[config.mk]
export PLATFORM = sky130hd
export DESIGN_NAME = cps_mem_top
export DESIGN_NICKNAME = d
export VERILOG_FILES = /design/src/cps_timing_pkg.sv /design/src/cps_mem_pkg.sv /design/src/cps_mem_top.sv /design/src/cps_sdram_mux.sv /design/src/cps_prom_we.sv /design/src/cps_cen_gen.sv
export SDC_FILE = /design/constraint.sdc
export NUM_CORES = 1
export LEC_CHECK = 0
export ABC_AREA = 1
export BUFFER_PORTS_ARGS = -buffer_cell sky130_fd_sc_hd__buf_2
export CORE_MARGIN = 3
export CORE_UTILIZATION = 25
export CTS_BUF_LIST = sky130_fd_sc_hd__clkbuf_8
export DETAILED_ROUTE_END_ITERATION = 16
export PLACE_DENSITY_LB_ADDON = 0.05
export SETUP_SLACK_MARGIN = 0.1
export SYNTH_ARGS = -nofsm -noshare
export SYNTH_HDL_FRONTEND = slang
export SYNTH_HIERARCHICAL = 1
export SYNTH_SLANG_ARGS = --single-unit
[constraint.sdc]
create_clock -name clk -period 5.3 [get_ports clk]
set_input_delay 1.06 -clock clk [delete_from_list [all_inputs] [get_ports clk]]
set_output_delay 1.06 -clock clk [all_outputs]
set_load 0.02 [all_outputs]
[src/cps_timing_pkg.sv]
// CPS clock enable settings
// CPU enable runs at a fractional ratio of clk
// Pixel enable is an integer division of clk
package cps_timing_pkg;

    // CPU enable at N/M of clk
    localparam int CPU_CEN_N = 5;
    localparam int CPU_CEN_M = 24;

    // Pixel enable once every PXL_DIV clocks
    localparam int PXL_DIV = 6;

    // Wide enough for the accumulator and the pixel counter
    localparam int CEN_CNT_W = $clog2(CPU_CEN_M + 1);

endpackage

[src/cps_mem_pkg.sv]
// CPS memory map package
// SDRAM region bases, client slot identifiers and the request, response
// and SDRAM command records shared by the slot mux and its clients
// Slot enum order doubles as the arbitration priority
package cps_mem_pkg;

    localparam int SDRAM_AW  = 22;  // SDRAM word address
    localparam int NUM_SLOTS = 4;

    // Region bases in SDRAM words
    localparam logic [SDRAM_AW-1:0] ROM_OFFSET  = 22'h00_0000;
    localparam logic [SDRAM_AW-1:0] GFX_OFFSET  = 22'h0A_8000;
    localparam logic [SDRAM_AW-1:0] RAM_OFFSET  = 22'h3A_8000;
    localparam logic [SDRAM_AW-1:0] VRAM_OFFSET = 22'h3B_0000;

    typedef enum logic [1:0] {
        SLOT_MAIN_ROM,  // Highest priority
        SLOT_MAIN_RAM,  // Only slot allowed to write
        SLOT_VRAM,
        SLOT_GFX        // 32-bit reads
    } slot_id_e;

    typedef enum logic [1:0] {
        MUX_IDLE,
        MUX_WAIT_ACK,
        MUX_WAIT_DATA
    } mux_state_e;

    typedef struct packed {
        logic        cs;        // Held until ok
        logic        wr;
        logic        vram_sel;  // RAM slot picks VRAM region
        logic [19:0] addr;      // Word address inside region
        logic [15:0] din;
        logic [1:0]  wrmask;    // Active low byte masks
    } slot_req_t;

    typedef struct packed {
        logic        ok;        // One cycle pulse
        logic [31:0] dout;      // 16-bit clients use 15:0
    } slot_rsp_t;

    typedef struct packed {
        logic                req;   // Level until sdram_ack
        logic [SDRAM_AW-1:0] addr;
        logic                rnw;
        logic [1:0]          wrmask;
        logic [15:0]         data_write;
    } sdram_cmd_t;

endpackage
[src/cps_mem_top.sv]
// CPS memory subsystem top level
// Ties together the clock enables, the ROM download writer and the
// SDRAM slot mux that serves the main CPU and video clients
`timescale 1ns/1ns

module cps_mem_top (
    input  logic                             clk,
    input  logic                             rst_n,
    input  logic                             downloading,
    // ROM download
    input  logic [22:0]                      ioctl_addr,
    input  logic [7:0]                       ioctl_data,
    input  logic                             ioctl_wr,
    // Memory clients
    input  cps_mem_pkg::slot_req_t           slot_req [cps_mem_pkg::NUM_SLOTS],
    // SDRAM controller side
    input  logic                             sdram_ack,
    input  logic                             data_rdy,
    input  logic [31:0]                      data_read,
    output logic                             cpu_cen,
    output logic                             pxl_cen,
    output logic [cps_mem_pkg::SDRAM_AW-1:0] prog_addr,
    output logic [7:0]                       prog_data,
    output logic [1:0]                       prog_mask,
    output logic                             prog_we,
    output cps_mem_pkg::slot_rsp_t           slot_rsp [cps_mem_pkg::NUM_SLOTS],
    output cps_mem_pkg::sdram_cmd_t          sdram,
    output logic                             refresh_en
);

    cps_cen_gen cps_cen_gen_i (
        .clk     ( clk     ),
        .rst_n   ( rst_n   ),
        .cpu_cen ( cpu_cen ),
        .pxl_cen ( pxl_cen )
    );

    cps_prom_we cps_prom_we_i (
        .clk         ( clk         ),
        .rst_n       ( rst_n       ),
        .downloading ( downloading ),
        .ioctl_addr  ( ioctl_addr  ),
        .ioctl_data  ( ioctl_data  ),
        .ioctl_wr    ( ioctl_wr    ),
        .sdram_ack   ( sdram_ack   ),  // Shared ack, served by prog_we while downloading
        .prog_addr   ( prog_addr   ),
        .prog_data   ( prog_data   ),
        .prog_mask   ( prog_mask   ),
        .prog_we     ( prog_we     )
    );

    cps_sdram_mux cps_sdram_mux_i (
        .clk         ( clk         ),
        .rst_n       ( rst_n       ),
        .downloading ( downloading ),
        .slot_req    ( slot_req    ),
        .slot_rsp    ( slot_rsp    ),
        .sdram_ack   ( sdram_ack   ),
        .data_rdy    ( data_rdy    ),
        .data_read   ( data_read   ),
        .sdram       ( sdram       ),
        .refresh_en  ( refresh_en  )
    );

endmodule

[src/cps_sdram_mux.sv]
// CPS SDRAM slot multiplexer
// Fixed priority arbiter over four clients, lowest slot wins
// Adds the region base to the slot address and runs one SDRAM access
// at a time through request, ack and read data phases
`timescale 1ns/1ns

module cps_sdram_mux (
    input  logic                    clk,
    input  logic                    rst_n,
    input  logic                    downloading,
    input  cps_mem_pkg::slot_req_t  slot_req [cps_mem_pkg::NUM_SLOTS],
    output cps_mem_pkg::slot_rsp_t  slot_rsp [cps_mem_pkg::NUM_SLOTS],
    input  logic                    sdram_ack,
    input  logic                    data_rdy,
    input  logic [31:0]             data_read,
    output cps_mem_pkg::sdram_cmd_t sdram,
    output logic                    refresh_en
);
    import cps_mem_pkg::*;

    mux_state_e           state;
    slot_id_e             cur_slot;  // Slot being served
    slot_id_e             pick;
    logic                 pick_vld;
    logic                 any_cs;
    logic                 start;
    logic [NUM_SLOTS-1:0] ok_q;
    logic                 req_q;
    logic [SDRAM_AW-1:0]  addr_q;
    logic                 rnw_q;
    logic [1:0]           wrmask_q;
    logic [15:0]          wdata_q;
    logic [31:0]          dout_q [NUM_SLOTS];

    function automatic logic [SDRAM_AW-1:0] slot_offset(input slot_id_e id,
                                                        input logic vram_sel);
        logic [SDRAM_AW-1:0] base;
        case (id)
            SLOT_MAIN_ROM: base = ROM_OFFSET;
            SLOT_MAIN_RAM: base = vram_sel ? VRAM_OFFSET : RAM_OFFSET;
            SLOT_VRAM:     base = VRAM_OFFSET;
            default:       base = GFX_OFFSET;
        endcase
        return base;
    endfunction

    // Scan downwards so the lowest eligible slot is the last one kept
    always_comb begin
        pick_vld = 1'b0;
        pick     = SLOT_MAIN_ROM;
        any_cs   = 1'b0;
        for (int i = NUM_SLOTS - 1; i >= 0; i--) begin
            any_cs = any_cs | slot_req[i].cs;
            if (slot_req[i].cs && !ok_q[i]) begin  // Skip a slot in its ok cycle
                pick_vld = 1'b1;
                pick     = slot_id_e'(i);
            end
        end
    end

    assign start = state == MUX_IDLE && pick_vld && !downloading;

    always_ff @(posedge clk or negedge rst_n) begin
        if (!rst_n) begin
            state      <= MUX_IDLE;
            cur_slot   <= SLOT_MAIN_ROM;
            req_q      <= 1'b0;
            ok_q       <= '0;
            refresh_en <= 1'b0;
        end else begin
            ok_q       <= '0;  // ok is a single cycle pulse
            refresh_en <= state == MUX_IDLE && !any_cs && !downloading;
            case (state)
                MUX_IDLE: begin
                    if (start) begin
                        cur_slot <= pick;
                        req_q    <= 1'b1;
                        state    <= MUX_WAIT_ACK;
                    end
                end
                MUX_WAIT_ACK: begin
                    if (sdram_ack) begin
                        req_q <= 1'b0;
                        if (rnw_q) begin
                            state <= MUX_WAIT_DATA;
                        end else begin
                            ok_q[cur_slot] <= 1'b1;  // Write done at ack
                            state          <= MUX_IDLE;
                        end
                    end
                end
                MUX_WAIT_DATA: begin
                    if (data_rdy) begin
                        ok_q[cur_slot] <= 1'b1;
                        state          <= MUX_IDLE;
                    end
                end
                default: state <= MUX_IDLE;
            endcase
        end
    end

    // Latched access and read data
    always_ff @(posedge clk) begin
        if (start) begin
            addr_q   <= slot_offset(pick, slot_req[pick].vram_sel)
                        + SDRAM_AW'(slot_req[pick].addr);
            rnw_q    <= !(slot_req[pick].wr && pick == SLOT_MAIN_RAM);
            wrmask_q <= slot_req[pick].wrmask;
            wdata_q  <= slot_req[pick].din;
        end
        if (state == MUX_WAIT_DATA && data_rdy) begin
            dout_q[cur_slot] <= data_read;  // Held until next read on this slot
        end
    end

    assign sdram = '{req: req_q, addr: addr_q, rnw: rnw_q,
                     wrmask: wrmask_q, data_write: wdata_q};

    always_comb begin
        for (int i = 0; i < NUM_SLOTS; i++) begin
            slot_rsp[i] = '{ok: ok_q[i], dout: dout_q[i]};
        end
    end

    a_ok_onehot: assert property (@(posedge clk) disable iff (!rst_n)
        $onehot0(ok_q));

    a_req_hold: assert property (@(posedge clk) disable iff (!rst_n)
        sdram.req && !sdram_ack |=> sdram.req);

    // Download owns the SDRAM
    a_no_dl_start: assert property (@(posedge clk) disable iff (!rst_n)
        $rose(sdram.req) |-> $past(!downloading));

endmodule

[src/cps_prom_we.sv]
// CPS ROM download writer
// Turns each download byte into a 16-bit SDRAM programming write
// Even byte goes to the low half and odd byte to the high half
// The write request is held until the SDRAM controller acks it
`timescale 1ns/1ns

module cps_prom_we (
    input  logic                            clk,
    input  logic                            rst_n,
    input  logic                            downloading,
    input  logic [22:0]                     ioctl_addr,
    input  logic [7:0]                      ioctl_data,
    input  logic                            ioctl_wr,
    input  logic                            sdram_ack,
    output logic [cps_mem_pkg::SDRAM_AW-1:0] prog_addr,
    output logic [7:0]                      prog_data,
    output logic [1:0]                      prog_mask,
    output logic                            prog_we
);

    logic byte_in;

    assign byte_in = ioctl_wr && downloading;

    always_ff @(posedge clk or negedge rst_n) begin
        if (!rst_n) begin
            prog_we   <= 1'b0;
            prog_mask <= 2'b11;  // Both bytes masked
        end else if (byte_in) begin
            prog_we   <= 1'b1;
            prog_mask <= ioctl_addr[0] ? 2'b01 : 2'b10;
        end else if (sdram_ack) begin
            prog_we   <= 1'b0;
        end
    end

    // Byte payload
    always_ff @(posedge clk) begin
        if (byte_in) begin
            prog_addr <= ioctl_addr[22:1];  // Byte to word address
            prog_data <= ioctl_data;
        end
    end

    // Downloader must pace its bytes behind the SDRAM ack
    a_no_overrun: assert property (@(posedge clk) disable iff (!rst_n)
        ioctl_wr |-> !prog_we);

endmodule

[src/cps_cen_gen.sv]
// CPS clock enable generator
// Fractional accumulator gives evenly spread CPU enables at N/M of clk
// A modulo counter gives the pixel enable
`timescale 1ns/1ns

module cps_cen_gen (
    input  logic clk,
    input  logic rst_n,
    output logic cpu_cen,
    output logic pxl_cen
);
    import cps_timing_pkg::*;

    logic [CEN_CNT_W-1:0] acc;
    logic [CEN_CNT_W:0]   acc_sum;  // One spare bit for the carry
    logic [CEN_CNT_W-1:0] pxl_cnt;

    assign acc_sum = {1'b0, acc} + (CEN_CNT_W+1)'(CPU_CEN_N);

    always_ff @(posedge clk or negedge rst_n) begin
        if (!rst_n) begin
            acc     <= '0;
            cpu_cen <= 1'b0;
        end else if (acc_sum >= (CEN_CNT_W+1)'(CPU_CEN_M)) begin
            acc     <= CEN_CNT_W'(acc_sum - (CEN_CNT_W+1)'(CPU_CEN_M)); // Wrap
            cpu_cen <= 1'b1;
        end else begin
            acc     <= CEN_CNT_W'(acc_sum);
            cpu_cen <= 1'b0;
        end
    end

    always_ff @(posedge clk or negedge rst_n) begin
        if (!rst_n) begin
            pxl_cnt <= '0;
            pxl_cen <= 1'b0;
        end else begin
            pxl_cen <= pxl_cnt == CEN_CNT_W'(PXL_DIV - 1);
            pxl_cnt <= (pxl_cnt == CEN_CNT_W'(PXL_DIV - 1)) ? '0 : pxl_cnt + 1'b1;
        end
    end

    a_pxl_single: assert property (@(posedge clk) disable iff (!rst_n)
        pxl_cen |=> !pxl_cen);

endmodule

Word-level counts from Yosys, hierarchy flattened --
Memories as Yosys holds them, arrays and structs flattened. Index checks and enable logic that the tools add are counted.
Cells by class: add/sub/neg operators 4, $mul 0, divide/modulo/power cells 0, $lt $le $gt $ge 4, eq/ne operators 8, shift operators 0, muxes and demuxes 35, bitwise operators 4, reductions and logical operators 26
Operators by type and width (count):
- 41-bit binary-select mux with 2-bit select | 1
- 40-bit 2-to-1 mux | 2
- 22-bit one-hot mux with 3 select lines | 1
- 22-bit by 20-bit adder with 22-bit output | 1
- 22-bit 2-to-1 mux | 1
- 2-bit 2-to-1 mux | 9
- 17-bit 2-to-1 mux | 1
- 1-bit logical AND | 12
- 4-bit 2-to-1 mux | 3
- 1-bit 2-to-1 mux | 11
- 5-bit 2-to-1 mux | 2
- 4-bit one-hot mux with 2 select lines | 1
- 1-bit zero test | 7
- 5-bit by 3-bit adder with 6-bit output, second input constant | 1
- 6-bit by 5-bit greater-or-equal comparator with 1-bit output, second input constant | 1
- 2-bit one-hot mux with 3 select lines | 1
- 3-bit AND reduction | 2
- 5-bit by 1-bit adder with 5-bit output, second input constant | 1
- 5-bit by 3-bit == test with 1-bit output, second input constant | 1
- 5-bit subtractor, second input constant | 1
- 2-bit by 1-bit == test with 1-bit output, second input constant | 2
- 2-bit == test, second input constant | 2
- 2-bit zero test | 2
- 2-bit != test, second input constant | 2
- other kinds (10) | 13
Word-level totals: bits in registers 96, latch bits 0, memory bits (writable) 128, bits in read-only memories 0, input bits 233, output and inout bits 210, word-level logic and storage cells 99, memories 1
Memory list:
- cps_sdram_mux_i.dout_q | depth 4, width 32, read ports 4, clocked after Yosys merged registers in 0, write ports 1, line cps_sdram_mux.sv:33 | logic [31:0] dout_q [NUM_SLOTS];

Depth between registers and ports, before layout --
word-level depth 14, depth in mapped cells 20, depth with buffers taken out 19

Hierarchy --
The synthesis kept the hierarchy.
By module, submodules not included:
- cps_sdram_mux | instances 1, cells each 504, area each 7154.4 µm², seq. area each 5325.1 µm²
- cps_prom_we | instances 1, cells each 44, area each 1026.0 µm², seq. area each 978.4 µm²
- cps_cen_gen | instances 1, cells each 55, area each 539.3 µm², seq. area each 300.3 µm²

Worst setup path before layout --
Ideal clock, no wire load.
kind input to register, start in slot_req[122] (netlist name), end reg cps_sdram_mux_i.addr_q[21] (data pin), library setup time 0.253 ns, data arrival time 2.904 ns, data required time 5.047 ns, slack 2.142 ns, stages on the path 15, buffers on the path 1, path through nand2_1 -> nand2_4 -> inv_2 -> nand2_1 -> buf_2 -> nand3_1 -> o221ai_1 -> inv_1 -> ha_1 -> inv_1 -> fa_1 -> o21ai_0 -> nand3_1 -> o21bai_1 -> inv_1
Between the ends: longest elaborated chain between the ends 11, elaborated cells between the ends (all ways) 14
RTL lines:
- start: declaration | line cps_mem_top.sv:15 | input cps_mem_pkg::slot_req_t slot_req [cps_mem_pkg::NUM_SLOTS],
- 1-bit logical AND * | line cps_sdram_mux.sv:54 | if (slot_req[i].cs && !ok_q[i]) begin
- 2-bit 2-to-1 mux * (2 in series) | line cps_sdram_mux.sv:54
- 2-bit inverter with 3-bit output (implied by the code) | line cps_sdram_mux.sv:106, cps_sdram_mux.sv:107
- 41-bit binary-select mux with 2-bit select | line cps_sdram_mux.sv:106, cps_sdram_mux.sv:107
- 40-bit 2-to-1 mux (2 in series)
- 17-bit 2-to-1 mux | line cps_sdram_mux.sv:40 | SLOT_MAIN_RAM: base = vram_sel ? VRAM_OFFSET : RAM_OFFSET;
- 22-bit one-hot mux with 3 select lines | line cps_sdram_mux.sv:38 | case (id)
- 22-bit 2-to-1 mux | line cps_sdram_mux.sv:105 | if (start) begin
- 22-bit by 20-bit adder with 22-bit output * | line cps_sdram_mux.sv:107 | + SDRAM_AW'(slot_req[pick].addr);
- end signal: assignment | line cps_sdram_mux.sv:106 | addr_q <= slot_offset(pick, slot_req[pick].vram_sel)
- end: declaration | line cps_sdram_mux.sv:29 | logic [SDRAM_AW-1:0] addr_q;
Every way passes the cells marked *; elsewhere a longest branch is shown, timed or not. The select of a mux whose other input is x is not followed. A chain may end at the register's enable or synchronous reset.

Worst setup path after layout --
start in slot_req[40] (netlist name), end reg cps_sdram_mux_i.addr_q[21] (data pin)
Between the ends: longest elaborated chain between the ends 13, elaborated cells between the ends (all ways) 16
RTL lines (line):
- 1-bit logical AND * | cps_sdram_mux.sv:54
- 2-bit 2-to-1 mux * (4 in series) | cps_sdram_mux.sv:54
- 2-bit inverter with 3-bit output (implied by the code) | cps_sdram_mux.sv:106, cps_sdram_mux.sv:107
- 41-bit binary-select mux with 2-bit select | cps_sdram_mux.sv:106, cps_sdram_mux.sv:107
- 40-bit 2-to-1 mux (2 in series)
- 17-bit 2-to-1 mux | cps_sdram_mux.sv:40
- 22-bit one-hot mux with 3 select lines | cps_sdram_mux.sv:38
- 22-bit 2-to-1 mux | cps_sdram_mux.sv:105
- 22-bit by 20-bit adder with 22-bit output * | cps_sdram_mux.sv:107
Marks and branches as above.

==> metrics.csv <==
stage,metric,value,unit
run_status,status,"complete, no violations",
route,router iterations before antenna repair,4,
clock_network,# H-tree levels,2,
final_layout,FILL cells,3495,
die,Die ar.,0.03715,mm^2
clock_network,Clock Path Buffers,3,
route,top layer in use,met5,
final_layout,Area Growth Syn to Fin,40.16,%
sta,Final Max Slew Viols,0,
clock_network,PostCTS Resize Cnt,0,
route,met2 routed WL,14550,um
die,Initial Utilization,25.68,%
job,# Max-Cap Violations,0,
yosys,mux share of post-synthesis cell area,0,%
yosys,post-synthesis sequential area ratio,75.74,%
place,dpl hpwl,21670,um
worst_setup_path,Worst Path Required,5.58,ns
die,row count,67,
die,Die W,192.8,um
final_layout,Final #Nets,1316,
worst_setup_path,r2r startpoint,cps_sdram_mux_i/ok_q[2],
power_and_ir_drop,Total Power,0.004619,W
yosys,"Primary FF master, synth",edfxtp_1,
sta,endpoints failing hold,0,
clock_network,CTS tree,yes,
global_route,global-route wire length before repair,41000,um
place,gp weighted congestion,0.7542,
final_layout,layout cells sized above 1,49.04,%
route,Initial DRC Count,299,
sta,Final Setup Violations,0,
yosys,largest family of logic cells by synthesized area,simple AND/OR/NAND/NOR gates,
yosys,Synth top area share,68.53,%
yosys,"Distinct cells, synth",39,
sta,setup_tns,0,ns
die,Die Ht,192.8,um
yosys,area share of xor/xnor cells in the synthesized design,0.4018,%
yosys,most frequent cell after synthesis,edfxtp_1,
clock_network,clk root buf,clkbuf_8,
clock_network,post-CTS setup repair buffer count,0,
route,routed metal-1 wirelength,11280,um
yosys,Netlist Area Pre-Place,0.008720,mm^2
sta,Slew headroom,47.85,%
route,DR DRC count,0,
worst_setup_path,Crit Path Category,input port to flop,
min_path,hold crit path type,flop to flop,
power_and_ir_drop,Cell Pwr Density,377.9,mW/mm^2
min_path,Hold Crit Start,cps_prom_we_i/prog_mask[0],
global_route,gr usage total,14.83,%
global_route,initial antenna violation count,7,
die,Core Area,0.03395,mm^2
place,IO buf count,437,
place,"worst slack, placed",1.203,ns
yosys,"Avg Cell Area, Syn",14.46,um^2
worst_setup_path,CP Max Fanout,42,
sta,period utilization,65.45,%
yosys,Post-synth EDFFs,199,
route,ANT nets after route,0,
clock_network,Num CTS Buffers,42,
worst_setup_path,Worst EP arrival,3.75,ns
sta,Clock Skew,0.02340,ns
sta,Worst-Margin Slew,0.7823,ns
yosys,Synthesis Warnings,6,
yosys,Cells after Synth,603,
clock_network,total clock sinks,224,
route,via count,6584,
yosys,async set-reset flop share out of synthesis,11.16,%
global_route,number of global-route vias before repair,6547,
route,final wirelength,29600,um
sta,PnR worst setup slack,1.831,ns
sta,fmax,0.2883,GHz
die,Ports,443,
global_route,largest net degree at the start of global routing,43,
clock_network,cts hold-fix bufs,0,
yosys,Compound-Gate Fraction of Synth Area,4.850,%
worst_setup_path,crit path launch,slot_req[40],
yosys,largest cells by area after synthesis,"edfxtp_1 (69%), dfrtp_1 (6.6%), nand3_1 (4.9%), nand2_1 (3.6%), or2_1 (2.6%)",
clock_network,clk slew on worst S/H paths,0.06,ns
yosys,"FF+latch count, synth",224,
route,Vias/cell,4.248,
sta,Tmin final,3.469,ns
yosys,syn_nets,849,
route,met3 routed WL,2834,um
yosys,Yosys top cell by area,edfxtp_1,
worst_setup_path,CP endpoint kind,flop,
yosys,simple-gate share of the synthesized area,13.66,%
power_and_ir_drop,maximum VDD drop,170.9,uV
sta,RSZ-0062 raised after global routing,false,
yosys,synth cell count leaders,"edfxtp_1 (199), nand3_1 (85), nand2_1 (84), or2_1 (36), inv_1 (34)",
clock_network,Skew-Pair Late Insertion Delay,0.54,ns
power_and_ir_drop,cell leakage power,5.201,nW
global_route,grt ovf,0,
yosys,adder and majority gate portion of the synthesized area,1.951,%
worst_setup_path,Critical Path Start Type,input port,
route,post-DR wirelength/cell,19.10,um
## through the flow
step	std cells	area (um^2)	hold slack (ns)	utilization (%)
3_3_place_gp	1474	11440	0.4515	33.68
5_1_grt	1550	12220	0.4784	36.00
4_1_cts	1545	12210	0.4647	35.96
6_report	1550	12220	0.4599	36.00
3_5_place_dp	1474	11440	0.4550	33.68
2_1_floorplan	603	8720	0.4485	-
## final timing paths
path / end / slack, ns / depth (start not counted)
min in group asynchronous: cps_sdram_mux_i/cur_slot[1] / 0.52 / 1
worst min-delay path: cps_prom_we_i/prog_mask[0] / 0.46 / 2
max in group asynchronous: cps_cen_gen_i/cpu_cen / 4.38 / 1
worst max-delay path: cps_sdram_mux_i/addr_q[21] / 1.83 / 16
worst max register to register: cps_sdram_mux_i/addr_q[21] / 2.02 / 15
worst min register to register: cps_prom_we_i/prog_mask[0] / 0.46 / 2
## kinds of logic (layout without fill, tap and decap cells)
kind of cell             count (synthesis)  in the layout
AO/OA/AOI/OAI                           52             52
XOR/XNOR                                 4              4
adder cells (fa/ha/maj)                 13             13
buffers and inverters                   66            560
flip-flops                             224            224
other                                    0              5
AND/OR/NAND/NOR                        244            244
## power by group
part           switching [W]  internal, W
Clock               0.000730     0.000844
Combinational       0.000598     0.000276
Sequential         0.0000424      0.00213
## metal layers
layer  vias to the layer above  global-route usage, %
met5                         -                      0
met4                         4                  5.464
met3                        66                  4.723
met2                       289                  24.80
met1                      3109                  17.93
li1                       3116                      -
## layout by cell type (no fill, tap or decap), types with 2 or more instances in the layout
| master | netlist | layout |
|---|---|---|
| clkbuf_8 | 0 | 42 |
| inv_1 | 34 | 45 |
| nand3b_1 | 2 | 2 |
| diode_2 | 0 | 5 |
| xnor2_1 | 2 | 2 |
| bufinv_16 | 0 | 2 |
| buf_4 | 2 | 10 |
| o21ai_0 | 5 | 5 |
| edfxtp_1 | 199 | 199 |
| o21ai_1 | 4 | 4 |
| inv_2 | 8 | 8 |
| dfstp_2 | 2 | 2 |
| nand4_1 | 2 | 2 |
| dfrtp_1 | 23 | 23 |
| xor2_1 | 2 | 2 |
| nand2_4 | 2 | 2 |
| or2_1 | 36 | 36 |
| nand2_1 | 84 | 83 |
| o211ai_1 | 25 | 25 |
| clkinv_1 | 0 | 9 |
| nand2_2 | 8 | 9 |
| clkinv_2 | 0 | 4 |
| o211ai_2 | 10 | 10 |
| buf_2 | 13 | 437 |
| nand3_1 | 85 | 85 |
| nor2_4 | 1 | 5 |
| o221ai_1 | 2 | 2 |
| nor2_1 | 19 | 15 |
| ha_1 | 12 | 12 |
## registers in the layout, indices dropped and copies added (netlist names), 4 cells and up
name,count
cps_sdram_mux_i/addr_q,22
cps_cen_gen_i/pxl_cnt,5
cps_sdram_mux_i/wdata_q,16
cps_sdram_mux_i/ok_q,4
cps_sdram_mux_i/dout_q,128
cps_prom_we_i/prog_data,8
cps_cen_gen_i/acc,5
cps_prom_we_i/prog_addr,22
## final cells by class
class                      instances  area (um^2)  area share, %
tap                              448        560.5          4.586
sequential                       224         6604          54.03
antenna                            5        12.51         0.1024
inverter                          42        157.7          1.290
clock inverter                    29        195.2          1.597
multi-input combinational        313         1852          15.15
clock buffer                      42        578.1          4.730
timing repair buffer             447         2262          18.51
## worst max-delay path, stage by stage
cell	delay (ns)
buf_2	0.11
inv_2	0.06
nor2_2	0.03
nand2_2	0.09
nand2_2	0.08
nand2_4	0.35
inv_2	0.28
or2_1	0.30
a31oi_1	0.14
ha_1	0.20
inv_1	0.06
fa_1	0.39
o21ai_0	0.26
nand3_1	0.14
o21bai_1	0.15
inv_1	0.05
Power figures use the tool's default switching activity.
